<file path="config.mk">
export PLATFORM = sky130hd
export DESIGN_NAME = ws2812_top
export DESIGN_NICKNAME = d
export VERILOG_FILES = /design/src/hdl/ws2812_pkg.sv /design/src/hdl/pixel_ram.sv /design/src/hdl/ws2812_bit.sv /design/src/hdl/ws2812_ctl.sv /design/src/hdl/ws2812_top.sv
export SDC_FILE = /design/constraint.sdc
export NUM_CORES = 2
export LEC_CHECK = 0
export ABC_AREA = 0
export ABC_CLOCK_PERIOD_IN_PS = 3150
export BUFFER_PORTS_ARGS = -buffer_cell sky130_fd_sc_hd__buf_2
export CORE_ASPECT_RATIO = 0.75
export CORE_MARGIN = 4
export CORE_UTILIZATION = 35
export CTS_CLUSTER_DIAMETER = 50
export CTS_CLUSTER_SIZE = 14
export DETAILED_ROUTE_END_ITERATION = 10
export SYNTH_ARGS = -nofsm -noshare
export SYNTH_HDL_FRONTEND = slang
export SYNTH_SLANG_ARGS = --single-unit
</file>
<file path="constraint.sdc">
create_clock -name clk_in -period 3.15 [get_ports clk_in]
set_clock_uncertainty 0.2 [all_clocks]
set_input_delay 0.7875 -clock clk_in [delete_from_list [all_inputs] [get_ports clk_in]]
set_output_delay 0.7875 -clock clk_in [all_outputs]
set_load 0.02 [all_outputs]
</file>
<file path="src/hdl/ws2812_pkg.sv">
package ws2812_pkg;

    localparam int ADDR_W       = 6;     // one pixel address
    localparam int COLOR_W      = 24;    // bits per pixel on the wire

    localparam int BIT_CYCLES   = 62;    // 1.24 us at 50 MHz
    localparam int T0H_CYCLES   = 20;    // 0.40 us high for a zero
    localparam int T1H_CYCLES   = 40;    // 0.80 us high for a one
    localparam int RESET_CYCLES = 2600;  // 52 us latch code

    localparam int BIT_CNT_W    = $clog2(BIT_CYCLES);
    localparam int RST_CNT_W    = $clog2(RESET_CYCLES);
    localparam int IDX_W        = $clog2(COLOR_W);

    localparam logic [1:0] ST_IDLE     = 2'd0;
    localparam logic [1:0] ST_READ     = 2'd1;
    localparam logic [1:0] ST_SEND_BIT = 2'd2;
    localparam logic [1:0] ST_SEND_RST = 2'd3;

    // one stored word, seen as decoded fields by the sequencer
    // and as four byte lanes by the memory write port
    typedef union packed {
        struct packed {
            logic [1:0]        spare;
            logic [ADDR_W-1:0] link;   // 0 ends the chain
            logic [7:0]        green;
            logic [7:0]        red;
            logic [7:0]        blue;
        } fields;
        logic [3:0][7:0] lanes;        // lane 3 link, 2 green, 1 red, 0 blue
    } pixel_word_t;

endpackage

</file>
<file path="src/hdl/pixel_ram.sv">
`timescale 1ns/10ps

module pixel_ram
    import ws2812_pkg::*;
(
    input  logic              clk_in,
    input  logic              rst_n_in,

    input  logic              wr_en,
    input  logic [ADDR_W-1:0] wr_addr,
    input  logic [3:0]        byte_en,
    input  logic [7:0]        byte_data,

    input  logic              rd_en,
    input  logic [ADDR_W-1:0] rd_addr,
    output pixel_word_t       q
);

    pixel_word_t mem [0:(1 << ADDR_W) - 1];

    // byte_data lands in every enabled lane
    always_ff @(posedge clk_in) begin
        if (wr_en) begin
            for (int i = 0; i < 4; i++) begin
                if (byte_en[i]) begin
                    mem[wr_addr].lanes[i] <= byte_data;
                end
            end
        end
    end

    always_ff @(posedge clk_in or negedge rst_n_in) begin
        if (!rst_n_in) begin
            q <= '0;
        end else if (rd_en) begin
            q <= mem[rd_addr];   // old data on a same-address write
        end
    end

endmodule

</file>
<file path="src/hdl/ws2812_bit.sv">
`timescale 1ns/10ps

module ws2812_bit
    import ws2812_pkg::*;
(
    input  logic clk_in,
    input  logic rst_n_in,

    input  logic bit_rdy,
    input  logic bit_data,

    output logic dout,
    output logic bit_done
);

    logic                 active;      // bit period in progress
    logic [BIT_CNT_W-1:0] cnt;         // cycles since bit_rdy
    logic [BIT_CNT_W-1:0] high_time;

    always_ff @(posedge clk_in) begin
        if (bit_rdy) begin
            high_time <= bit_data ? BIT_CNT_W'(T1H_CYCLES) : BIT_CNT_W'(T0H_CYCLES);
        end
    end

    // period runs from bit_rdy to the next bit_rdy, BIT_CYCLES apart
    always_ff @(posedge clk_in or negedge rst_n_in) begin
        if (!rst_n_in) begin
            active   <= 1'b0;
            cnt      <= '0;
            dout     <= 1'b0;
            bit_done <= 1'b0;
        end else begin
            bit_done <= active && (cnt == BIT_CNT_W'(BIT_CYCLES - 2));

            if (bit_rdy) begin
                active <= 1'b1;
                cnt    <= BIT_CNT_W'(1);
                dout   <= 1'b1;              // high from the next cycle
            end else if (active) begin
                cnt  <= cnt + 1'b1;
                dout <= (cnt < high_time);
                if (cnt == BIT_CNT_W'(BIT_CYCLES - 1)) begin
                    active <= 1'b0;
                end
            end
        end
    end

    a_no_overlap: assert property (@(posedge clk_in) disable iff (!rst_n_in)
        bit_rdy |-> !active);

    // line must rest low between bits and during the latch code
    a_idle_low: assert property (@(posedge clk_in) disable iff (!rst_n_in)
        !active |-> !dout);

endmodule

</file>
<file path="src/hdl/ws2812_ctl.sv">
`timescale 1ns/10ps

module ws2812_ctl
    import ws2812_pkg::*;
(
    input  logic              clk_in,
    input  logic              rst_n_in,

    input  logic              frame_rdy,
    input  logic              wr_en,
    input  logic [ADDR_W-1:0] wr_addr,
    input  logic [3:0]        byte_en,
    input  logic [7:0]        byte_data,

    input  logic              bit_done,
    output logic              bit_rdy,
    output logic              bit_data,
    output logic              busy
);

    logic [1:0]           state;
    logic [1:0]           rd_phase;   // strobe, data, register
    logic                 frame_q;

    logic                 rd_en;
    logic [ADDR_W-1:0]    rd_addr;
    pixel_word_t          q;

    logic [ADDR_W-1:0]    link;
    logic [COLOR_W-1:0]   colour;     // g, r, b in wire order
    logic [IDX_W-1:0]     bit_idx;
    logic [RST_CNT_W-1:0] rst_cnt;

    wire start  = frame_rdy && !frame_q;                     // rising edge only
    wire launch = (state == ST_READ) && (rd_phase == 2'd2);  // self strobe for bit 23
    wire step   = (state == ST_SEND_BIT) && bit_done;

    assign rd_en    = (state == ST_READ) && (rd_phase == 2'd0);
    assign busy     = (state != ST_IDLE);
    assign bit_data = colour[bit_idx];

    pixel_ram u_ram (
        .clk_in    (clk_in),
        .rst_n_in  (rst_n_in),
        .wr_en     (wr_en),
        .wr_addr   (wr_addr),
        .byte_en   (byte_en),
        .byte_data (byte_data),
        .rd_en     (rd_en),
        .rd_addr   (rd_addr),
        .q         (q)
    );

    always_ff @(posedge clk_in or negedge rst_n_in) begin
        if (!rst_n_in) begin
            frame_q <= 1'b0;
        end else begin
            frame_q <= frame_rdy;
        end
    end

    always_ff @(posedge clk_in) begin
        if ((state == ST_READ) && (rd_phase == 2'd1)) begin
            link   <= q.fields.link;
            colour <= {q.fields.green, q.fields.red, q.fields.blue};
        end
    end

    always_ff @(posedge clk_in or negedge rst_n_in) begin
        if (!rst_n_in) begin
            state    <= ST_IDLE;
            rd_phase <= 2'd0;
            rd_addr  <= '0;
            bit_idx  <= '0;
            rst_cnt  <= '0;
            bit_rdy  <= 1'b0;
        end else begin
            bit_rdy <= launch || (step && (bit_idx != '0));

            case (state)
                ST_IDLE: begin
                    if (start) begin
                        state    <= ST_READ;
                        rd_phase <= 2'd0;
                        rd_addr  <= '0;     // every frame begins at word 0
                    end
                end
                ST_READ: begin
                    rd_phase <= rd_phase + 2'd1;
                    if (launch) begin
                        state   <= ST_SEND_BIT;
                        bit_idx <= IDX_W'(COLOR_W - 1);
                    end
                end
                ST_SEND_BIT: begin
                    if (step) begin
                        if (bit_idx != '0) begin
                            bit_idx <= bit_idx - 1'b1;
                        end else if (link == '0) begin
                            state   <= ST_SEND_RST;
                            rst_cnt <= '0;
                        end else begin
                            state    <= ST_READ;
                            rd_phase <= 2'd0;
                            rd_addr  <= link;   // follow the chain
                        end
                    end
                end
                ST_SEND_RST: begin
                    if (rst_cnt == RST_CNT_W'(RESET_CYCLES - 1)) begin
                        state <= ST_IDLE;
                    end else begin
                        rst_cnt <= rst_cnt + 1'b1;
                    end
                end
                default: begin
                    state <= ST_IDLE;
                end
            endcase
        end
    end

    // every state change follows one of the sequencer arcs
    a_state_legal: assert property (@(posedge clk_in) disable iff (!rst_n_in)
        (state != $past(state)) |->
            (((state == ST_READ) &&
              (($past(state) == ST_IDLE) || ($past(state) == ST_SEND_BIT))) ||
             ((state == ST_SEND_BIT) && ($past(state) == ST_READ)) ||
             ((state == ST_SEND_RST) && ($past(state) == ST_SEND_BIT)) ||
             ((state == ST_IDLE) && ($past(state) == ST_SEND_RST))));

    // the encoder is only ever launched from the send state
    a_rdy_in_send: assert property (@(posedge clk_in) disable iff (!rst_n_in)
        bit_rdy |-> (state == ST_SEND_BIT));

    a_idx_range: assert property (@(posedge clk_in) disable iff (!rst_n_in)
        bit_idx <= IDX_W'(COLOR_W - 1));

endmodule

</file>
<file path="src/hdl/ws2812_top.sv">
`timescale 1ns/10ps

module ws2812_top
    import ws2812_pkg::*;
(
    input  logic              clk_in,
    input  logic              rst_n_in,

    input  logic              wr_en,
    input  logic [ADDR_W-1:0] wr_addr,
    input  logic [3:0]        byte_en,
    input  logic [7:0]        byte_data,

    input  logic              frame_rdy,

    output logic              dout,
    output logic              busy
);

    logic bit_rdy;
    logic bit_data;
    logic bit_done;

    ws2812_ctl u_ctl (
        .clk_in    (clk_in),
        .rst_n_in  (rst_n_in),
        .frame_rdy (frame_rdy),
        .wr_en     (wr_en),
        .wr_addr   (wr_addr),
        .byte_en   (byte_en),
        .byte_data (byte_data),
        .bit_done  (bit_done),
        .bit_rdy   (bit_rdy),
        .bit_data  (bit_data),
        .busy      (busy)
    );

    ws2812_bit u_bit (
        .clk_in   (clk_in),
        .rst_n_in (rst_n_in),
        .bit_rdy  (bit_rdy),
        .bit_data (bit_data),
        .dout     (dout),
        .bit_done (bit_done)
    );

endmodule

</file>
==> summary.txt <==
Placement
  • DPL Wire Length: 138,000 µm
  • # port buffers: 23
  • Dpl ws: -0.244 ns
  • Placed Instances: 7,293
  • Final GP Congestion: 0.876

Yosys
  • Mapped cell area: 0.0786 mm²
  • Main flop type after synthesis: edfxtp_1
  • Sequential element share of the synthesized area: 76.7%
  • Yosys warnings: 0
  • Syn_area_per_cell: 19.4 µm²
  • #FFs+latches synth: 2,020
  • Synth Net Count: 4,094
  • Yosys cell types: 51
  • Post-Synthesis Cells: 4,061
  • Async SR Flop Fraction: 3.37%
  • Post-synth EDFFs: 1,952

Timing
  • Hold_ws: 0.156 ns
  • Post-Route Setup TNS: 0 ns
  • Fin crit period: 3.08 ns
  • Relative slew margins: 38.4%
  • Final period util: 97.7%
  • RSZ-0062 raised after global routing: false
  • Fmax: 0.325 GHz
  • Max Slew Vio Count: 0
  • Setup ws final: 0.0723 ns
  • Slew @ Worst Pin: 0.914 ns
  • Setup Viol. Count Final: 0
  • Final hold violations: 0

Worst setup path
  • Cells along the critical path: buf_12 -> buf_12 -> buf_12 -> mux4_2 -> mux4_2 -> nor2_1 -> nor4b_1 -> a211o_1
  • CP Capture Type: flip-flop
  • Largest stage delay, worst path: 0.57 ns
  • Most used cell, CP: buf_12
  • CP Max Fanout: 18
  • Slowest stage cell, crit path: mux4_2
  • Worst Setup Start Kind: flip-flop
  • Arr. time, crit path: 3.58 ns
  • CP Data Required Time: 3.65 ns
  • Crit Path Class: flip-flop to flip-flop

Pwr
  • Net Switching: 20.7 mW
  • Worst vdd ir: 546 µV
  • Pleak: 28.4 nW
  • Pwr Density: 769 mW/mm²
  • Share of total power in the clock network: 28.6%
  • Gate power share: 27.9%
  • Part of the power in registers: 43.5%
  • Int Pwr: 49.5 mW
  • Sw frac: 29.5%

Drt
  • DRT Pass-1 Iters: 6
  • DR WL/cell: 27.7 µm
  • Vias per inst: 5.50
  • Antenna Violating Nets Remaining: 0
  • Total wire length: 209,000 µm
  • # DRC: 0
  • Vias: 41.5k
  • DR iter-0 viols: 5,428

Global routing
  • Largest net degree at the start of global routing: 129
  • GR Overflow Total: 0
  • GRT Overall Usage: 17.7%
  • First-pass GRT wire length: 299,000 µm
  • Initial antenna violation count: 5
  • Vias in the first global route: 40.3k

Die
  • Core Box Area: 0.223 mm²
  • Die Wd: 555 µm
  • FP Rows: 150
  • Ports: 24
  • Starting Density: 35.2%
  • Vert. Die Dim: 418 µm
  • Die area: 0.232 mm²

CTS
  • Clk Tree Root Cell: clkbuf_16
  • TritonCTS Buffers: 176
  • H-Tree Level Count: 4
  • CTS tree: built
  • Clk_lat worst skew: 0.84 ns
  • Clock sinks: 2,020
  • Max Root-Sink Buffers: 4
  • Reg clk slew, reported paths: 0.07 ns
  • Setup Buffers After CTS: 0

Finish
  • Commonest non-fill, non-tap cells in the layout: 1,952 x edfxtp_1, 411 x buf_4, 370 x mux2i_1
  • Area Growth Syn to Fin: 16.1%
  • Finished Layout Cells: 7,548
  • Final #Nets: 4,542
  • Most common cell after layout, fill and taps aside: edfxtp_1
  • Layout cell share with drive strength beyond 1: 24.3%

Status
  • Status: finished clean

Min path
  • Tightest Hold Check Type: input port to flip-flop

Flow run
  • Max Cap Viol: 0
[through the flow]
step	utilization [%]	instance area [µm²]	total power, mW
after floorplan	-	78600	42.4
final	40.9	91300	70.2
after global routing	40.9	91300	72.9
after detailed placement	38.7	86300	50.6
after CTS	40.9	91300	70.5
after global placement	38.7	86300	50.5
[what timing repair did]
item                                    CTS  global route
gates resized for setup                   0             2
hold buffers                              2             0
hold endpoints to repair                 31             0
endpoints found under the setup margin    0             2
[Yosys cell counts, types with 11 or more instances]
| master | number | area, µm² |
|---|---|---|
| nand2_1 | 92 | 345 |
| buf_1 | 15 | 56.3 |
| a21oi_1 | 12 | 60.1 |
| dfrtp_1 | 68 | 1700 |
| nor2_1 | 342 | 1280 |
| mux2_2 | 61 | 687 |
| o21ai_0 | 38 | 190 |
| nand3_1 | 99 | 495 |
| mux4_2 | 307 | 6910 |
| ha_1 | 11 | 138 |
| inv_1 | 20 | 75.1 |
| o22ai_1 | 60 | 375 |
| buf_2 | 76 | 380 |
| edfxtp_1 | 1952 | 58600 |
| nor4b_1 | 31 | 272 |
| clkbuf_1 | 148 | 556 |
| mux2i_1 | 370 | 3700 |
| a41oi_1 | 30 | 263 |
| a211o_1 | 30 | 263 |
| a22oi_1 | 210 | 1580 |
[layer usage]
metal | track usage [%] | up-vias | part of all wire, %
li1 | - | 17400 | -
met1 | 28.1 | 22100 | 47
met2 | 23.9 | 1878 | 41
met3 | 4.98 | 240 | 10
met4 | 3.40 | 0 | 1.7
met5 | 0 | - | 0
[critical path: cells and delay by family, from the launching register on]
kind	cells	cell delay [ns]
AO/OA/AOI/OAI	1	0.29
buffers and inverters	3	0.55
flip-flops	1	0.44
multiplexers	2	1.06
AND/OR/NAND/NOR	2	0.42
[logic make-up after synthesis]
family                   count (synthesis)  share of synthesized area [%]
AND/OR/NAND/NOR                        620                           3.54
multiplexers                           738                           14.4
XOR/XNOR                                 9                          0.100
flip-flops                            2020                           76.7
buffers and inverters                  266                           1.44
AO/OA/AOI/OAI                          397                           3.65
adder cells (fa/ha/maj)                 11                          0.175
[state kept, by name (all words and copies together) (netlist names)]
signal,flops
u_bit.dout,1
u_ctl.u_ram.q,30
u_ctl.frame_q,1
u_bit.active,1
u_ctl.bit_idx,5
u_ctl.link,6
u_bit.bit_done,1
u_bit.cnt,6
u_ctl.rd_phase,2
u_ctl.state,2
u_ctl.bit_rdy,1
u_ctl.u_ram.mem,1920
u_bit.high_time,2
u_ctl.rd_addr,6
u_ctl.rst_cnt,12
u_ctl.colour,24
[area by class of cell]
cell class,count,area (µm²)
clock inverters,25,294
flip-flops and latches,2020,60300
multi-input cells,1775,17300
repair buffers,516,4910
fillers,19500,132000
inverters,20,75.1
clock buffers,225,4680
well taps,2964,3710
diodes,3,7.51
[power groups by stage]
stage | logic (mW) | registers (mW) | clock network (mW)
4_1_cts | 19.6 | 30.5 | 20.4
5_1_grt | 20.7 | 30.6 | 21.6
2_1_floorplan | 11.6 | 30.9 | 0
6_report | 19.6 | 30.6 | 20.1
3_5_place_dp | 19.5 | 31.1 | 0
3_3_place_gp | 19.4 | 31.1 | 0
[worst paths after layout]
kind	start	end	slack, ns	cells past startpoint
worst max-delay path	u_ctl.rd_addr[2]	u_ctl.u_ram.q[5]	0.07	8
worst min-delay path	byte_data[5]	u_ctl.u_ram.mem[57][13]	0.16	1
worst max register to register	u_ctl.rd_addr[2]	u_ctl.u_ram.q[5]	0.07	8
worst min register to register	u_ctl.u_ram.q[20]	u_ctl.colour[20]	0.20	0
max in group asynchronous	rst_n_in	u_ctl.u_ram.q[19]	1.83	3
min in group asynchronous	rst_n_in	u_ctl.frame_q	0.29	2
Note: power is estimated with default switching activity, not from simulation.
